[src/rtl/dir_pkg.sv]
package dir_pkg;

   // Cluster shape
   localparam int num_cores = 4;
   localparam int num_ways = 8;

   localparam int core_id_w = $clog2(num_cores);
   localparam int way_id_w = $clog2(num_ways);

   typedef logic [core_id_w-1:0] core_id_t;

   // One bit per core, nonzero means the way is valid
   typedef logic [num_cores-1:0] presence_t;

   typedef enum logic [2:0] {
      op_read     = 3'd0, // Add source to sharers
      op_write    = 3'd1, // Source becomes sole owner
      op_evict    = 3'd2, // Drop source
      op_transfer = 3'd3, // Move line from source to dest
      op_flush    = 3'd4  // Drop everyone
   } dir_op_e;

endpackage

[src/rtl/dir_req_arbiter.sv]
module dir_req_arbiter #(
   parameter int TAG_SIZE = 18,
   parameter int NUM_SETS = 4,
   localparam int idx_w = (NUM_SETS > 1) ? $clog2(NUM_SETS) : 1
) (
   input  logic                      clk,
   input  logic                      arst_n,

   input  logic [dir_pkg::num_cores-1:0] req_valid,
   input  logic [TAG_SIZE-1:0]           req_tag [dir_pkg::num_cores],
   input  logic [idx_w-1:0]              req_index [dir_pkg::num_cores],
   input  dir_pkg::dir_op_e              req_op [dir_pkg::num_cores],
   input  dir_pkg::core_id_t             req_dest [dir_pkg::num_cores],
   output logic [dir_pkg::num_cores-1:0] req_ready,

   output logic                      s1_valid,
   output dir_pkg::core_id_t         s1_core,
   output logic [TAG_SIZE-1:0]       s1_tag,
   output logic [idx_w-1:0]          s1_index,
   output dir_pkg::dir_op_e          s1_op,
   output dir_pkg::core_id_t         s1_dest
);

   import dir_pkg::*;

   core_id_t last_q;       // Last granted core
   core_id_t grant_core;
   logic     grant_found;

   // Search starts one past the last grant
   always_comb begin
      core_id_t cand;
      grant_found = 1'b0;
      grant_core = last_q;
      for (int k = 1; k <= num_cores; k++) begin
         cand = core_id_t'(last_q + k);
         if (!grant_found && req_valid[cand]) begin
            grant_found = 1'b1;
            grant_core = cand;
         end
      end
   end

   always_comb begin
      for (int i = 0; i < num_cores; i++) begin
         req_ready[i] = grant_found && (grant_core == core_id_t'(i));
      end
   end

   always_ff @(posedge clk or negedge arst_n) begin
      if (!arst_n) begin
         last_q <= core_id_t'(num_cores - 1); // Core 0 first after reset
         s1_valid <= 1'b0;
      end else begin
         s1_valid <= grant_found;
         if (grant_found) begin
            last_q <= grant_core;
         end
      end
   end

   always_ff @(posedge clk) begin
      if (grant_found) begin
         s1_core <= grant_core;
         s1_tag <= req_tag[grant_core];
         s1_index <= req_index[grant_core];
         s1_op <= req_op[grant_core];
         s1_dest <= req_dest[grant_core];
      end
   end

endmodule

[src/rtl/dir_way_select.sv]
module dir_way_select #(
   parameter int TAG_SIZE = 18
) (
   input  logic                  s1_valid,
   input  logic [TAG_SIZE-1:0]   tag_in,
   input  logic [TAG_SIZE-1:0]   set_tags [dir_pkg::num_ways],
   input  dir_pkg::presence_t    set_presence [dir_pkg::num_ways],
   input  dir_pkg::presence_t    next_presence,

   output dir_pkg::presence_t    selected_presence,
   output logic                  hit,
   output logic                  full,
   output logic [TAG_SIZE-1:0]   next_tags [dir_pkg::num_ways],
   output dir_pkg::presence_t    next_set_presence [dir_pkg::num_ways],
   output logic                  wr_en
);

   import dir_pkg::*;

   logic [num_ways-1:0] valid_ways;
   logic [num_ways-1:0] match_ways;
   logic [way_id_w-1:0] hit_way;
   logic [way_id_w-1:0] victim_way;
   logic                victim_found;
   logic                alloc;

   always_comb begin
      for (int w = 0; w < num_ways; w++) begin
         valid_ways[w] = |set_presence[w];
         match_ways[w] = valid_ways[w] && (set_tags[w] == tag_in);
      end
   end

   // Highest matching way wins
   always_comb begin
      hit_way = '0;
      for (int w = 0; w < num_ways; w++) begin
         if (match_ways[w]) begin
            hit_way = w[way_id_w-1:0];
         end
      end
   end

   // Lowest free way
   always_comb begin
      victim_way = '0;
      for (int w = num_ways - 1; w >= 0; w--) begin
         if (!valid_ways[w]) begin
            victim_way = w[way_id_w-1:0];
         end
      end
   end

   assign hit = |match_ways;
   assign victim_found = ~&valid_ways;
   assign selected_presence = hit ? set_presence[hit_way] : '0;

   // Only read and write produce a nonzero vector on a miss
   assign alloc = !hit && (|next_presence);
   assign full = alloc && !victim_found;

   always_comb begin
      next_tags = set_tags;
      next_set_presence = set_presence;
      if (hit) begin
         next_set_presence[hit_way] = next_presence;
      end else if (alloc && victim_found) begin
         next_tags[victim_way] = tag_in;
         next_set_presence[victim_way] = next_presence;
      end
   end

   assign wr_en = s1_valid && (hit || (alloc && victim_found));

endmodule

[src/rtl/dir_next_state.sv]
module dir_next_state (
   input  dir_pkg::dir_op_e   op,
   input  dir_pkg::core_id_t  src,
   input  dir_pkg::core_id_t  dest,
   input  dir_pkg::presence_t current_presence,
   output dir_pkg::presence_t next_presence,
   output dir_pkg::presence_t inval
);

   import dir_pkg::*;

   presence_t src_bit;
   presence_t dest_bit;
   logic      present;

   assign src_bit = presence_t'(1) << src;
   assign dest_bit = presence_t'(1) << dest;

   // Zero vector here means the line missed
   assign present = |current_presence;

   always_comb begin
      next_presence = current_presence;
      inval = '0;
      case (op)
         op_read: begin
            next_presence = current_presence | src_bit;
         end
         op_write: begin
            next_presence = src_bit;
            inval = current_presence & ~src_bit; // Everyone else loses it
         end
         op_evict: begin
            next_presence = current_presence & ~src_bit;
         end
         op_transfer: begin
            // No line to move on a miss
            if (present) begin
               next_presence = (current_presence & ~src_bit) | dest_bit;
            end else begin
               next_presence = '0;
            end
         end
         op_flush: begin
            next_presence = '0;
         end
         default: begin
            next_presence = current_presence;
         end
      endcase
   end

endmodule

[src/rtl/dir_set_store.sv]
module dir_set_store #(
   parameter int TAG_SIZE = 18,
   parameter int NUM_SETS = 4,
   localparam int idx_w = (NUM_SETS > 1) ? $clog2(NUM_SETS) : 1
) (
   input  logic                clk,
   input  logic                arst_n,

   input  logic [idx_w-1:0]    rd_index,
   output logic [TAG_SIZE-1:0] set_tags [dir_pkg::num_ways],
   output dir_pkg::presence_t  set_presence [dir_pkg::num_ways],

   input  logic                wr_en,
   input  logic [idx_w-1:0]    wr_index,
   input  logic [TAG_SIZE-1:0] wr_tags [dir_pkg::num_ways],
   input  dir_pkg::presence_t  wr_presence [dir_pkg::num_ways]
);

   import dir_pkg::*;

   logic [TAG_SIZE-1:0] tags_q [NUM_SETS][num_ways];
   presence_t           presence_q [NUM_SETS][num_ways];

   // Whole set visible in the same cycle
   assign set_tags = tags_q[rd_index];
   assign set_presence = presence_q[rd_index];

   always_ff @(posedge clk or negedge arst_n) begin
      if (!arst_n) begin
         for (int s = 0; s < NUM_SETS; s++) begin
            for (int w = 0; w < num_ways; w++) begin
               presence_q[s][w] <= '0;
            end
         end
      end else if (wr_en) begin
         presence_q[wr_index] <= wr_presence;
      end
   end

   always_ff @(posedge clk) begin
      if (wr_en) begin
         tags_q[wr_index] <= wr_tags;
      end
   end

endmodule

[src/rtl/dir_top.sv]
module dir_top #(
   parameter int TAG_SIZE = 18,
   parameter int NUM_SETS = 4,
   localparam int idx_w = (NUM_SETS > 1) ? $clog2(NUM_SETS) : 1
) (
   input  logic                          clk,
   input  logic                          arst_n,

   input  logic [dir_pkg::num_cores-1:0] req_valid,
   input  logic [TAG_SIZE-1:0]           req_tag [dir_pkg::num_cores],
   input  logic [idx_w-1:0]              req_index [dir_pkg::num_cores],
   input  dir_pkg::dir_op_e              req_op [dir_pkg::num_cores],
   input  dir_pkg::core_id_t             req_dest [dir_pkg::num_cores],
   output logic [dir_pkg::num_cores-1:0] req_ready,

   output logic [dir_pkg::num_cores-1:0] rsp_valid,
   output logic                          rsp_hit,
   output logic                          rsp_full,
   output dir_pkg::presence_t            rsp_sharers,
   output dir_pkg::presence_t            rsp_inval
);

   import dir_pkg::*;

   logic                s1_valid;
   core_id_t            s1_core;
   logic [TAG_SIZE-1:0] s1_tag;
   logic [idx_w-1:0]    s1_index;
   dir_op_e             s1_op;
   core_id_t            s1_dest;

   logic [TAG_SIZE-1:0] set_tags [num_ways];
   presence_t           set_presence [num_ways];
   logic [TAG_SIZE-1:0] next_tags [num_ways];
   presence_t           next_set_presence [num_ways];

   presence_t selected_presence;
   presence_t next_presence;
   presence_t inval;
   logic      hit;
   logic      full;
   logic      wr_en;

   dir_req_arbiter #(.TAG_SIZE(TAG_SIZE), .NUM_SETS(NUM_SETS)) u_arbiter (
      .clk, .arst_n,
      .req_valid, .req_tag, .req_index, .req_op, .req_dest, .req_ready,
      .s1_valid, .s1_core, .s1_tag, .s1_index, .s1_op, .s1_dest
   );

   dir_set_store #(.TAG_SIZE(TAG_SIZE), .NUM_SETS(NUM_SETS)) u_store (
      .clk, .arst_n,
      .rd_index(s1_index), .set_tags, .set_presence,
      .wr_en, .wr_index(s1_index), .wr_tags(next_tags), .wr_presence(next_set_presence)
   );

   dir_way_select #(.TAG_SIZE(TAG_SIZE)) u_way_select (
      .s1_valid, .tag_in(s1_tag), .set_tags, .set_presence, .next_presence,
      .selected_presence, .hit, .full, .next_tags, .next_set_presence, .wr_en
   );

   dir_next_state u_next_state (
      .op(s1_op), .src(s1_core), .dest(s1_dest),
      .current_presence(selected_presence), .next_presence, .inval
   );

   // Response stage, one pulse per granted request
   always_ff @(posedge clk or negedge arst_n) begin
      if (!arst_n) begin
         rsp_valid <= '0;
      end else begin
         rsp_valid <= s1_valid ? (presence_t'(1) << s1_core) : '0;
      end
   end

   always_ff @(posedge clk) begin
      if (s1_valid) begin
         rsp_hit <= hit;
         rsp_full <= full;
         rsp_sharers <= selected_presence; // Vector before the op
         rsp_inval <= inval;
      end
   end

endmodule

[config.mk]
export PLATFORM = sky130hd
export DESIGN_NAME = dir_top
export DESIGN_NICKNAME = d
export VERILOG_FILES = /design/src/rtl/dir_pkg.sv /design/src/rtl/dir_req_arbiter.sv /design/src/rtl/dir_way_select.sv /design/src/rtl/dir_next_state.sv /design/src/rtl/dir_set_store.sv /design/src/rtl/dir_top.sv
export SDC_FILE = /design/constraint.sdc
export NUM_CORES = 1
export LEC_CHECK = 0
export BUFFER_PORTS_ARGS = -buffer_cell sky130_fd_sc_hd__buf_2
export CELL_PAD_IN_SITES_DETAIL_PLACEMENT = 0
export CELL_PAD_IN_SITES_GLOBAL_PLACEMENT = 1
export CORE_UTILIZATION = 35
export DETAILED_ROUTE_END_ITERATION = 6
export PLACE_DENSITY = 0.62
export SYNTH_ARGS = -nofsm -noshare
export SYNTH_HDL_FRONTEND = slang
export SYNTH_HIERARCHICAL = 1
export SYNTH_SLANG_ARGS = --single-unit
[constraint.sdc]
create_clock -name clk -period 21.3 [get_ports clk]
set_clock_uncertainty 0.1 [all_clocks]
set_input_delay 2.13 -clock clk [delete_from_list [all_inputs] [get_ports clk]]
set_output_delay 2.13 -clock clk [all_outputs]
set_load 0.05 [all_outputs]
-- Yosys cells after proc, flatten, opt, wreduce, memory -nomap -nowiden
Memory sizes are Yosys's and may differ from the RTL's. A register that Yosys moved wholly into a read port is not among the register bits.
Cells that the tools add are included.
- memories: 1
- logic and storage cells: 199
- RAM bits: 576
- output and inout port bits: 18
- input port bits: 106
- register bits: 172
- eq/ne operators: 15
- shift-type cells: 2
- $add $sub $neg: 4
- reductions and logical operators: 42
- $lt $le $gt $ge: 11
- bitwise logic cells: 8
- mux-type cells: 72
- memories (memory ; depth ; bits a word ; rd ports ; clocked after memory_dff ; write ports ; line ; RTL):
    u_store.tags_q ; 4 ; 144 ; 1 ; 1 ; 1 ; dir_set_store.sv:21 ; logic [TAG_SIZE-1:0] tags_q [NUM_SETS][num_ways];
- operator list (kind ; count):
    $mux 144 ; 2
    $mux 32 ; 5
    $bwmux 144 ; 1
    $eq 18x18->1 ; 8
    $bwmux 128 ; 1
    $bmux 32 s2 ; 1
    $bwmux 32 ; 2
    $demux 32 s2 ; 1
    $demux 18 s3 ; 1
    $mux 18 ; 3
    $mux 3 ; 14
    $reduce_or 4->1 ; 10
    $bmux 18 s2 ; 1
    $mux 4 ; 7
    $demux 4 s3 ; 2
    $logic_and 1x1->1 ; 22
    $mux 2 ; 11
    $pmux 4 s5 ; 1
    $bmux 4 s3 ; 1
    $lt 2x3->1 const B ; 4
    $mux 1 ; 11
    $bmux 1 s2 ; 4
    $bmux 2 s2 ; 2
    $ge 4x4->1 const B ; 2
    23 further kinds ; 37

-- Depth between registers and ports, before layout
Gate-level depths: netlist (run 1).
- depth after elaboration: 29
- gate-level depth with buffers: 25
- mapped depth without buffers: 20

-- By module
Netlist (run 1), hierarchy kept.
- by module, submodules not included (module ; area each (um^2) ; cells each ; times used):
    dir_set_store ; 26311.5 ; 1067 ; 1
    dir_way_select ; 4638.2 ; 554 ; 1
    dir_req_arbiter ; 1761.7 ; 191 ; 1
    dir_top ; 437.9 ; 18 ; 1
    dir_next_state ; 260.2 ; 44 ; 1

-- Worst setup path after synthesis (run 1)
Ideal clock, no wire load.
- path kind: register to register
- start: register u_arbiter.s1_index[0]
- end: memory u_store/tags_q[3][0] (netlist name), enable pin
- setup slack: 12499 ps
- library setup time: 497 ps
- clock period less this slack: 8801 ps
- data required time: 20703 ps
- arrival time: 8204 ps
- cell stages (with the launch flop): 23
- cells stage by stage: edfxtp_1 -> buf_2 -> buf_6 -> buf_6 -> mux4_2 -> xor2_1 -> nor4_1 -> nand4_1 -> nor3_1 -> nor4_4 -> nand2_4 -> buf_2 -> nand2_1 -> a2111oi_0 -> nor4_2 -> or3_1 -> o221ai_1 -> or4_1 -> and2_1 -> o21a_1 -> nand3_1 -> buf_2 -> inv_1
- elaborated cells between the ends (all ways): 49
- those cells by class: mux: 18; bitwise: 5; reduce/logical: 26
- RTL lines (element ; line ; RTL):
    from (decl) ; dir_req_arbiter.sv:19 ; output logic [idx_w-1:0] s1_index,
    from (signal assigned) ; dir_req_arbiter.sv:66 ; s1_index <= req_index[grant_core];
    $not 2->3 (implied by the code) * ; dir_set_store.sv:26 ; assign set_presence = presence_q[rd_index];
    $bmux 32 s2 * ; dir_set_store.sv:26 ;
    $mux 32 (implied by the code) * (2 in a row) ; dir_set_store.sv:26 ;
    $reduce_or 4->1 ; dir_way_select.sv:29 ; valid_ways[w] = |set_presence[w];
    $logic_and 1x1->1 ; dir_way_select.sv:30 ; match_ways[w] = valid_ways[w] && (set_tags[w] == tag_in);
    $reduce_or 8->1 * ; dir_way_select.sv:54 ; assign hit = |match_ways;
    named net hit ; dir_top.sv:40 ; logic hit;
    $mux 4 * ; dir_way_select.sv:56 ; assign selected_presence = hit ? set_presence[hit_way] : '0;
    named net selected_presence[1] ; dir_top.sv:37 ; presence_t selected_presence;
    [3 not listed] ; n/a ;
    named net next_presence[3] ; dir_top.sv:38 ; presence_t next_presence;
    $reduce_or 4->1 * ; dir_way_select.sv:59 ; assign alloc = !hit && (|next_presence);
    $logic_and 1x1->1 * ; dir_way_select.sv:59 ;
    $logic_and 1x1->1 * ; dir_way_select.sv:73 ; assign wr_en = s1_valid && (hit || (alloc && victim_found));
    $logic_or 1x1->1 * ; dir_way_select.sv:73 ;
    $logic_and 1x1->1 * ; dir_way_select.sv:73 ;
    named net wr_en ; dir_top.sv:42 ; logic wr_en;
    $mux 1 * ; dir_set_store.sv:41 ; if (wr_en) begin
    $mux 1 (implied by the code) * ; dir_set_store.sv:42 ; tags_q[wr_index] <= wr_tags;
    to (decl) ; dir_set_store.sv:21 ;
Mark *: on every way through the listed nets, which the timed path passes. The rest lies on a longest branch. The select of a mux whose other input is x is not followed.

-- Final worst setup path (run 1)
- start: register u_arbiter.s1_index[0]
- end: memory u_store/tags_q[0][131] (netlist name), enable pin
- elaborated cells between the ends (all ways): 49
- those cells by class: mux: 18; bitwise: 5; reduce/logical: 26
- RTL lines (element ; line):
    $not 2->3 (implied by the code) * ; dir_set_store.sv:26
    $bmux 32 s2 * ; dir_set_store.sv:26
    $mux 32 (implied by the code) * (2 in a row) ; dir_set_store.sv:26
    $reduce_or 4->1 ; dir_way_select.sv:29
    $logic_and 1x1->1 ; dir_way_select.sv:30
    $reduce_or 8->1 * ; dir_way_select.sv:54
    named net hit ; dir_top.sv:40
    $mux 4 * ; dir_way_select.sv:56
    named net selected_presence[0] ; dir_top.sv:37
    [4 not listed] ; n/a
    named net next_presence[0] ; dir_top.sv:38
    $reduce_or 4->1 * ; dir_way_select.sv:59
    $logic_and 1x1->1 * ; dir_way_select.sv:59
    $logic_and 1x1->1 * ; dir_way_select.sv:73
    $logic_or 1x1->1 * ; dir_way_select.sv:73
    $logic_and 1x1->1 * ; dir_way_select.sv:73
    named net wr_en ; dir_top.sv:42
    $mux 1 * ; dir_set_store.sv:41
    $mux 1 (implied by the code) * ; dir_set_store.sv:42
Marks and branches as above.

==> metrics.yaml, run 1 <==
outcome:
  status: "completed"
timing:
  hold_viol: 0
  period_share_pct: 52.9
  fin_crit_ns: 11.26
  rsz0062_at_grt: "no"
  tns_ns: 0
  slew_viol_final: 0
  fmaxAchievable_mhz: 88.8
  worstMarginPinSlew_ns: 1.24
  slew_headroom_pct: 17.5
  setup_violations: 0
yosys:
  synth_top_cell_by_area: "edfxtp_1"
  ys_seq_area_share_pct: 65.2
  synth_async_sr_flop_share_pct: 18.0
  syn_area_sq_mm: 0.0334
  synthAdderAreaFrac_pct: 0
  synth_nets: 1980
  synth.top_cells.by_area: "edfxtp_1, mux4_2, mux2_2"
  syn_inst: 1874
  synth_compound_area_share_pct: 2.45
  synth-simple-area-share_pct: 4.07
  synth.distinct_cells: 66
  yosysTopAreaCellShare_pct: 55.1
  yosysWarnings: 6
  synth-seq-cells: 748
  synth_xor_area_share_pct: 3.77
  synth_ff_type: "edfxtp_1"
  syn_avg_cell_area_sq_um: 17.8
  synth_common_cells: "edfxtp_1, mux2_2, mux4_2"
  synth_top_family_by_area: "multiplexers"
  synth.mux.area_fraction_pct: 22.1
  synth.most_common_cell: "edfxtp_1"
  synth_edf_count: 613
pwr:
  power_mw: 5.69
  power_frac_comb_pct: 36.4
  switching_power_mw: 1.88
  p_per_area_mw_per_mm2: 150
  power_leakage_nw: 13.4
  p_int_mw: 3.81
  p_sw_share_pct: 33.1
  sequentialPowerShare_pct: 39.7
  ir_drop_mv: 0.0822
  power.share.clock_pct: 23.9
detailed_routing:
  wl_per_cell_um: 23.4
  drt_iter0_drc: 1035
  viasPerCell: 5.30
  ant_nets: 0
  dr.pass1.iters: 4
  drc: 0
  vias: 17600
  wirelength_mm: 77.9
worst_setup_path:
  cp_max_fo: 71
  worstSetupPathType: "reg -> reg"
  cpPeakStageDelay_ns: 0.99
  critical_path.top_delay_family: "buffers and inverters"
  r2r_slack_ns: 10.04
  crit_chain: "buf_4, buf_12, buf_4, mux4_2, xor2_1, nor4_1, nand3_1, o32ai_1, nor3_1, nand2_4, nand2_1, a2111oi_1, o21ai_0, o32a_1, o21ai_1, or4_1, and2_1, o21a_1, nor3b_4, buf_4, buf_4, buf_4"
  cp_slowest_cell: "buf_4"
  crit_required_ns: 21.42
  crit_buf_inv: 6
  startpoint_type: "flop"
  path_common_cell: "buf_4"
  end_kind: "flop"
  crit_arrival_ns: 11.39
floorplan:
  core_sq_mm: 0.0939
  row_count: 112
  initial_core_util_pct: 35.6
  dieHeight_um: 311
  ios: 124
  fp.dieArea_sq_mm: 0.0967
  die_w_um: 311
clocking:
  cts_made_buffers: 79
  path_clk_slew_ns: 0.06
  clk_path_buf_depth: 3
  root_buffer: "clkbuf_16"
  cts_sinks: 748
  cts_tree: "built"
  cts_setup_buffers: 0
  clock_latency_ns: 0.62
  htreeDepth: 3
  cts.repair.resized: 0
  holdBufCountCts: 0
finish:
  area_growth_pct: 13.3
  fin_area_sq_mm: 0.0379
  stdcell_count: 3322
  n_antenna_cell: 0
  drive_above_1_share_pct: 38.4
  final_nets: 2113
global_routing:
  antenna_found_initial: 4
  track_usage_pct: 16.2
  grt_first_pass_wirelength_mm: 119
  grt_pass1_vias: 18800
  overflow: 0
  grt_start_max_net_pins: 92
place:
  placed_cells: 3180
  gp_congestion: 0.818
  io_buffers: 123
  place_area_sq_mm: 0.0353
  place_hpwl_mm: 45.9
run:
  maxCapViolations: 0
hold_path:
  holdCritPathClass: "reg -> reg"
## final timing paths
check,end,cells past startpoint,start
max in group asynchronous,u_store/presence_q[109],2,arst_n
min reg2reg,u_store/presence_q[111],1,u_store/presence_q[111]
max reg2reg,u_store/tags_q[0][131],22,u_arbiter/s1_index[0]
min,u_store/presence_q[111],1,u_store/presence_q[111]
max,u_store/tags_q[0][131],22,u_arbiter/s1_index[0]
min in group asynchronous,u_store/presence_q[125],1,arst_n
## cells in the final DEF, fill, tap and decap left out, types with 4 or more instances in the layout
| cell | synthesis | layout |
|---|---|---|
| inv_6 | 0 | 6 |
| nand4_1 | 16 | 16 |
| o21ai_0 | 15 | 15 |
| dfrtp_1 | 133 | 133 |
| buf_4 | 13 | 51 |
| nor2b_1 | 4 | 4 |
| a21o_1 | 10 | 10 |
| nand2b_1 | 6 | 6 |
| a221oi_1 | 4 | 4 |
| nor4_1 | 25 | 25 |
| nand3b_1 | 5 | 5 |
| clkbuf_8 | 0 | 5 |
| bufinv_16 | 0 | 8 |
| xnor2_1 | 59 | 59 |
| and2_1 | 5 | 5 |
| a32oi_1 | 25 | 25 |
| clkinv_1 | 0 | 17 |
| o22ai_1 | 4 | 4 |
| nand3_1 | 16 | 15 |
| a22o_1 | 4 | 4 |
| clkinv_2 | 0 | 10 |
| clkbuf_1 | 21 | 15 |
| a2111oi_1 | 0 | 4 |
| edfxtp_1 | 613 | 613 |
| xor2_1 | 85 | 85 |
| buf_2 | 68 | 122 |
| nor2_2 | 4 | 4 |
| mux2_2 | 299 | 299 |
| mux4_2 | 176 | 176 |
| a21oi_1 | 29 | 29 |
| or4_1 | 6 | 6 |
| nor2_1 | 20 | 20 |
| clkbuf_16 | 0 | 81 |
| inv_1 | 8 | 5 |
| nand2_1 | 103 | 103 |
| or2_2 | 4 | 4 |
| nor3_1 | 17 | 16 |
## power groups by stage
| stage | logic [mW] | registers, mW | clock network, mW |
|---|---|---|---|
| 2_1_floorplan | 1.55 | 2.28 | 0 |
| 3_3_place_gp | 2.06 | 2.27 | 0 |
| 3_5_place_dp | 2.10 | 2.29 | 0 |
| 4_1_cts | 2.11 | 2.26 | 1.40 |
| 5_1_grt | 2.25 | 2.29 | 1.45 |
| 6_report | 2.07 | 2.26 | 1.36 |
## metrics by stage
stage | setup WS [ns] | hold WS [ns] | util (%)
after global routing | 9.25 | 0.408 | 40.3
after detailed placement | 9.93 | 0.386 | 37.6
after global placement | 10.08 | 0.364 | 37.6
final | 10.04 | 0.395 | 40.3
after CTS | 9.89 | 0.398 | 40.3
after floorplan | 12.50 | 0.353 | -
## worst reg2reg max path: cells and delay by family (launching register included)
kind	cells	cell delay, ns
XOR/XNOR	1	0.19
flip-flops	1	0.32
AND/OR/NAND/NOR	8	2.03
multiplexers	1	0.65
buffers and inverters	6	4.46
AO/OA/AOI/OAI	6	3.10
## kinds of logic (layout without fill, tap and decap cells)
| kind of cell | Yosys count | after routing |
|---|---|---|
| AND/OR/NAND/NOR | 253 | 253 |
| multiplexers | 479 | 479 |
| buffers and inverters | 134 | 328 |
| AO/OA/AOI/OAI | 116 | 116 |
| XOR/XNOR | 144 | 144 |
| flip-flops | 748 | 748 |
## state kept, by name, summed over array words and instances, names as in the netlist
| register | flops |
|---|---|
| u_store/tags_q | 576 |
| u_arbiter/s1_dest | 2 |
| u_arbiter/s1_tag | 18 |
| rsp_valid | 4 |
| u_arbiter/s1_valid | 1 |
| u_arbiter/s1_index | 2 |
| rsp_hit | 1 |
| u_arbiter/s1_op | 3 |
| u_arbiter/s1_core | 2 |
| rsp_sharers | 4 |
| u_store/presence_q | 128 |
| rsp_full | 1 |
| u_arbiter/last_q | 2 |
| rsp_inval | 4 |
## layout make-up
class	instances	area [sq um]
clock buffers	101	2150
clock inverters	41	410
fillers	8541	56000
inverters	10	57.6
multi-input cells	992	10800
flip-flops and latches	748	21800
well taps	1254	1570
repair buffers	176	1040
## routing by layer
| layer | up-vias | global-route usage [%] | wire length (um) |
|---|---|---|---|
| li1 | 7714 | - | - |
| met1 | 9454 | 22.6 | 35800 |
| met2 | 358 | 26.2 | 37300 |
| met3 | 86 | 2.54 | 3250 |
| met4 | 0 | 4.66 | 1580 |
| met5 | - | 0 | 0 |
Power figures use the tool's default switching activity.
==> run 2: changes to the inputs <==
==> constraint.sdc (replaced) <==
create_clock -name clk -period 10.8 [get_ports clk]
set_clock_uncertainty 0.1 [all_clocks]
set_input_delay 1.08 -clock clk [delete_from_list [all_inputs] [get_ports clk]]
set_output_delay 1.08 -clock clk [all_outputs]
set_load 0.05 [all_outputs]
==> run 2 against run 1 <==
  * Global-route usage up 0.25 points
  * Non-clock buffer count up 7
  * Total power up 99%
  * Sequential share of layout area down 0.22 points
==> metrics.yaml, run 2 (synthesis gave the netlist of run 1 again) <==
finish:
  fillers: 8450  # was 8,541
  largest_register_ffs: 576  # unchanged
  n_antenna_cell: 0  # unchanged
  final_cell_mix: "edfxtp_1, mux2_2, mux4_2, dfrtp_1, buf_2"  # unchanged
  mostFrequentLayoutCell: "edfxtp_1"  # unchanged
  final_nets: 2122  # was 2,113
  area_growth_pct: 13.8  # was 13.3%
  drive_above_1_share_pct: 39.0  # was 38.4%
  top_regs: "u_store/tags_q (576), u_store/presence_q (128), u_arbiter/s1_tag (18)"  # unchanged
  top_register: "u_store/tags_q"  # unchanged
timing:
  rsz0062_at_grt: "no"  # unchanged
  slew_viol_final: 0  # unchanged
  setup_violations: 0  # unchanged
  worstMarginPinSlew_ns: 1.25  # was 1.24 ns
  slew_headroom_pct: 16.1  # was 17.5%
  hold_viol: 0  # unchanged
  fin_crit_ns: 9.06  # was 11.26 ns
  period_share_pct: 83.9  # was 52.9%
  fmaxAchievable_mhz: 110  # was 88.8 MHz
  tns_ns: 0  # unchanged
  holdWs_ns: 0.319  # was 0.395 ns
floorplan:
  fp.dieArea_sq_mm: 0.0967  # unchanged
  row_count: 112  # unchanged
  dieHeight_um: 311  # unchanged
  die_w_um: 311  # unchanged
  core_sq_mm: 0.0939  # unchanged
  ios: 124  # unchanged
  initial_core_util_pct: 35.6  # unchanged
worst_setup_path:
  worstRegToRegCells: 21  # was 22
  cpPeakStageDelay_ns: 1.04  # was 0.99 ns
  worstSetupPathType: "reg -> reg"  # unchanged
  crit_buf_inv: 1  # was 6
  rr_endpoint: "u_store/presence_q[111]"  # was u_store/tags_q[0][131]
  r2r_start: "u_arbiter/s1_index[0]"  # unchanged
  path_common_cell: "nor4_1"  # was buf_4
  crit_arrival_ns: 9.46  # was 11.39 ns
  cp_slowest_cell: "nor4_1"  # was buf_4
  end_kind: "flop"  # unchanged
  r2r_slack_ns: 1.74  # was 10.04 ns
  critical_path.top_delay_family: "simple AND/OR/NAND/NOR gates"  # was buffers and inverters
  startpoint_type: "flop"  # unchanged
  crit_required_ns: 11.20  # was 21.42 ns
  cp_max_fo: 53  # was 71
  crit_chain: "buf_12, mux4_2, xor2_1, nor4_1, nand4_1, o32ai_1, nor3_1, nand2_4, nand2_1, a2111oi_1, nor4_2, or3_1, a21oi_1, a211o_1, or4_1, nand3_1, nor4_1, nand4_2, o31ai_1, mux2_2, mux2_1"  # was buf_4, buf_12, buf_4, mux4_2, xor2_1, nor4_1, nand3_1, o32ai_1, nor3_1, nand2_4, nand2_1, a2111oi_1, o21ai_0, o32a_1, o21ai_1, or4_1, and2_1, o21a_1, nor3b_4, buf_4, buf_4, buf_4
pwr:
  power_frac_comb_pct: 36.5  # was 36.4%
  p_int_mw: 7.49  # was 3.81 mW
  p_per_area_mw_per_mm2: 298  # was 150 mW/mm^2
  power.share.clock_pct: 23.6  # was 23.9%
  power_leakage_nw: 13.5  # was 13.4 nW
  p_sw_share_pct: 33.8  # was 33.1%
  ir_drop_mv: 0.159  # was 0.0822 mV
  switching_power_mw: 3.83  # was 1.88 mW
  sequentialPowerShare_pct: 39.9  # was 39.7%
clocking:
  cts.repair.resized: 0  # unchanged
  clk_path_buf_depth: 3  # unchanged
  cts_tree: "built"  # unchanged
  cts_made_buffers: 81  # was 79
  cts_setup_buffers: 0  # unchanged
  cts_sinks: 748  # unchanged
  root_buffer: "clkbuf_16"  # unchanged
  clock_latency_ns: 0.62  # about the same
  holdBufCountCts: 0  # unchanged
  path_clk_slew_ns: 0.06  # about the same
  htreeDepth: 3  # unchanged
outcome:
  status: "completed"  # unchanged
detailed_routing:
  wirelength_mm: 79.7  # was 77.9 mm
  wl_per_cell_um: 23.9  # was 23.4 um
  ant_nets: 0  # unchanged
  dr.pass1.iters: 5  # was 4
  viasPerCell: 5.32  # was 5.30
  vias: 17800  # was 17,600
  drc: 0  # unchanged
  drt_iter0_drc: 1171  # was 1,035
global_routing:
  grt_pass1_vias: 19100  # was 18,800
  overflow: 0  # unchanged
  grt_start_max_net_pins: 95  # was 92
  track_usage_pct: 16.5  # was 16.2%
  antenna_found_initial: 2  # was 4
  grt_first_pass_wirelength_mm: 120  # was 119 mm
place:
  place_hpwl_mm: 48.3  # was 45.9 mm
  io_buffers: 123  # unchanged
  gp_congestion: 0.825  # was 0.818
hold_path:
  holdCritPathClass: "in -> async"  # was reg -> reg
run:
  maxCapViolations: 0  # unchanged
[run 2: layer usage]
metal  wire [um]  global-route usage [%]  part of all wire [%]  up-vias
met3        3760                    2.35                   4.7       95
li1            -                       -                     -     7736
met2       38400                    26.8                    48      468
met4        2040                    5.54                   2.6        0
met5           0                       0                     0        -
met1       35500                    22.6                    45     9470
[run 2: power groups by stage]
| stage | combinational (mW) | clock (mW) | sequential, mW |
|---|---|---|---|
| 6_report | 4.13 | 2.67 | 4.51 |
| 2_1_floorplan | 3.05 | 0 | 4.50 |
| 3_5_place_dp | 4.18 | 0 | 4.57 |
| 3_3_place_gp | 4.11 | 0 | 4.54 |
| 4_1_cts | 4.19 | 2.75 | 4.52 |
| 5_1_grt | 4.45 | 2.86 | 4.56 |
[run 2: worst max path at each step]
| stage | from | to | slack (ns) | cells past startpoint |
|---|---|---|---|---|
| after CTS | u_arbiter/s1_index[0] | u_store/presence_q[111] | 1.84 | 23 |
| after floorplan | u_arbiter/s1_index[0] | u_store/tags_q[3][0] | 2.00 | 22 |
| after detailed placement | u_arbiter/s1_index[0] | u_store/presence_q[111] | 1.79 | 23 |
| after global routing | u_arbiter/s1_index[0] | u_store/presence_q[111] | 1.27 | 22 |
| after global placement | u_arbiter/s1_index[0] | u_store/presence_q[111] | 1.89 | 23 |
| final | u_arbiter/s1_index[0] | u_store/presence_q[111] | 1.74 | 21 |
[run 2: layout make-up]
| class | instances | area [sq um] | share of cell area (%) |
|---|---|---|---|
| Timing Repair Buffer | 183 | 1160 | 3.05 |
| Clock inverter | 50 | 419 | 1.10 |
| Inverter | 10 | 57.6 | 0.151 |
| Sequential cell | 748 | 21800 | 57.3 |
| Multi-Input combinational cell | 992 | 10800 | 28.5 |
| Tap cell | 1254 | 1570 | 4.13 |
| Clock buffer | 102 | 2170 | 5.70 |
[run 2: through the flow]
stage	cell area, sq um	total power [mW]	worst slack [ns]	utilization, %	instances
global route	38000	11.9	1.27	40.5	3339
detailed placement	35400	8.75	1.79	37.7	3187
CTS	38000	11.5	1.84	40.5	3339
floorplan	33400	7.55	2.00	-	1874
finish	38000	11.3	1.74	40.5	3339
global placement	35400	8.65	1.89	37.7	3187
==> run 3: changes to the inputs <==
==> constraint.sdc (replaced) <==
create_clock -name clk -period 9.27 [get_ports clk]
set_clock_uncertainty 0.1 [all_clocks]
set_input_delay 0.927 -clock clk [delete_from_list [all_inputs] [get_ports clk]]
set_output_delay 0.927 -clock clk [all_outputs]
set_load 0.05 [all_outputs]
==> run 3 against run 2 <==
  * First-iteration DRC count grew 8.4%
  * Combinational power grew 14%
  * Die area is the same
  * Critical path depth grew 2
  * Total power grew 15%
  * Critical endpoint unchanged
  * Largest cell class unchanged
==> metrics.yaml, run 3 (synthesis gave the netlist of run 1 again) <==
outcome:
  status: "completed"  # unchanged
place:
  place_hpwl_mm: 48.2  # was 48.3 mm
  gp_congestion: 0.809  # was 0.825
  io_buffers: 123  # unchanged
floorplan:
  ios: 124  # unchanged
  fp.dieArea_sq_mm: 0.0967  # unchanged
  core_sq_mm: 0.0939  # unchanged
  row_count: 112  # unchanged
  die_w_um: 311  # unchanged
  initial_core_util_pct: 35.6  # unchanged
  dieHeight_um: 311  # unchanged
finish:
  top_regs: "u_store/tags_q (576), u_store/presence_q (128), u_arbiter/s1_tag (18)"  # unchanged
  fillers: 8504  # was 8,450
  area_growth_pct: 13.6  # was 13.8%
  largest_register_ffs: 576  # unchanged
  mostFrequentLayoutCell: "edfxtp_1"  # unchanged
  final_cell_mix: "edfxtp_1, mux2_2, mux4_2, dfrtp_1, buf_2"  # unchanged
  final_nets: 2131  # was 2,122
  drive_above_1_share_pct: 38.7  # was 39.0%
  top_register: "u_store/tags_q"  # unchanged
clocking:
  cts_sinks: 748  # unchanged
  root_buffer: "clkbuf_16"  # unchanged
  holdBufCountCts: 0  # unchanged
  path_clk_slew_ns: 0.06  # about the same
  cts_made_buffers: 79  # was 81
  cts.repair.resized: 0  # unchanged
  cts_tree: "built"  # unchanged
  htreeDepth: 3  # unchanged
  clk_path_buf_depth: 3  # unchanged
  cts_setup_buffers: 0  # unchanged
  clock_latency_ns: 0.64  # was 0.62 ns
timing:
  hold_viol: 0  # unchanged
  holdWs_ns: 0.156  # was 0.319 ns
  slew_viol_final: 0  # unchanged
  worstMarginPinSlew_ns: 1.39  # was 1.25 ns
  setup_violations: 0  # unchanged
  period_share_pct: 84.2  # was 83.9%
  fmaxAchievable_mhz: 128  # was 110 MHz
  fin_crit_ns: 7.81  # was 9.06 ns
  rsz0062_at_grt: "no"  # unchanged
  tns_ns: 0  # unchanged
  slew_headroom_pct: 7.50  # was 16.1%
worst_setup_path:
  worstSetupPathType: "reg -> reg"  # unchanged
  worstRegToRegCells: 23  # was 21
  cp_max_fo: 19  # was 53
  crit_required_ns: 9.68  # was 11.20 ns
  startpoint_type: "flop"  # unchanged
  r2r_slack_ns: 1.46  # was 1.74 ns
  rr_endpoint: "u_store/presence_q[111]"  # unchanged
  end_kind: "flop"  # unchanged
  crit_arrival_ns: 8.22  # was 9.46 ns
  r2r_start: "u_arbiter/s1_index[0]"  # unchanged
pwr:
  ir_drop_mv: 0.229  # was 0.159 mV
  p_int_mw: 8.63  # was 7.49 mW
  power.share.clock_pct: 22.8  # was 23.6%
  p_per_area_mw_per_mm2: 344  # was 298 mW/mm^2
  sequentialPowerShare_pct: 41.2  # was 39.9%
  power_leakage_nw: 13.5  # about the same
  power_frac_comb_pct: 36.0  # was 36.5%
  switching_power_mw: 4.41  # was 3.83 mW
  p_sw_share_pct: 33.8  # about the same
detailed_routing:
  vias: 17700  # was 17,800
  viasPerCell: 5.30  # was 5.32
  wl_per_cell_um: 23.6  # was 23.9 um
  drc: 0  # unchanged
  wirelength_mm: 78.8  # was 79.7 mm
  dr.pass1.iters: 5  # unchanged
  drt_iter0_drc: 1269  # was 1,171
  ant_nets: 0  # unchanged
global_routing:
  grt_use_met2_pct: 27.3  # was 26.8%
  overflow: 0  # unchanged
  grt_first_pass_wirelength_mm: 119  # was 120 mm
  grtUsageMet3_pct: 2.52  # was 2.35%
  grt_pass1_vias: 18900  # was 19,100
  track_usage_pct: 16.4  # was 16.5%
  grt_util_met1_pct: 21.9  # was 22.6%
  grt-busiest-layer: "met2"  # unchanged
  grt_start_max_net_pins: 92  # was 95
  antenna_found_initial: 2  # unchanged
run:
  maxCapViolations: 0  # unchanged
hold_path:
  holdCritPathClass: "in -> async"  # unchanged
run 3: cell type report:
| type | instances | area, sq um | area share (%) |
|---|---|---|---|
| diodes | 1 | 2.50 | 0.00659 |
| well taps | 1254 | 1570 | 4.13 |
| clock buffers | 101 | 2060 | 5.43 |
| flip-flops and latches | 748 | 21800 | 57.4 |
| inverters | 10 | 57.6 | 0.152 |
| multi-input cells | 992 | 10800 | 28.6 |
| clock inverters | 41 | 350 | 0.923 |
| repair buffers | 194 | 1280 | 3.37 |
run 3: power by group through the flow:
stage,logic [mW],registers (mW),clock network (mW)
6_report,4.69,5.38,2.98
3_3_place_gp,4.67,5.41,0
4_1_cts,4.77,5.39,3.07
5_1_grt,5.10,5.44,3.18
2_1_floorplan,3.56,5.24,0
3_5_place_dp,4.75,5.45,0
run 3: metal layers:
| metal | vias up | wire length, um |
|---|---|---|
| li1 | 7768 | - |
| met1 | 9411 | 35200 |
| met2 | 414 | 38400 |
| met3 | 98 | 3590 |
| met4 | 0 | 1690 |
| met5 | - | 0 |
run 3: stage by stage:
step	setup WS (ns)	total power, mW	cells	utilization, %	area (sq um)
after floorplan	0.469	8.80	1874	-	33400
after global placement	1.48	10.1	3198	37.9	35500
after detailed placement	1.40	10.2	3198	37.9	35500
after CTS	1.36	13.2	3340	40.4	37900
after global routing	0.917	13.7	3340	40.4	37900
final	1.46	13.0	3341	40.4	38000
run 3: worst max-delay path, cell delays in order (launching register included):
cell and delay [ns]:
edfxtp_1 0.65, buf_4 0.46, buf_4 0.43, mux4_2 0.58
xor2_1 0.18, nor3_1 0.22, nand3_1 0.15, nor4_4 0.66
nor4_4 0.19, nand2_4 0.27, nand2_1 0.08, a2111oi_1 0.50
buf_4 0.23, nor4_2 0.06, or3_1 0.38, o221ai_1 0.27
or4_1 0.26, nand3_1 0.15, nor4_1 0.42, nand4_2 0.15
buf_4 0.28, o31ai_1 0.25, mux2_2 0.45, mux2_1 0.30
run 3: how the worst max path moves through the flow:
stage	from	end	slack [ns]	depth (start not counted)
2_1_floorplan	u_arbiter/s1_index[0]	u_store/tags_q[3][0]	0.47	22
3_5_place_dp	u_arbiter/s1_index[0]	u_store/tags_q[1][130]	1.40	21
4_1_cts	u_arbiter/s1_index[0]	u_store/tags_q[1][89]	1.36	21
3_3_place_gp	u_arbiter/s1_index[0]	u_store/tags_q[3][95]	1.48	23
5_1_grt	u_arbiter/s1_index[0]	u_store/presence_q[43]	0.92	25
6_report	u_arbiter/s1_index[0]	u_store/presence_q[111]	1.46	23
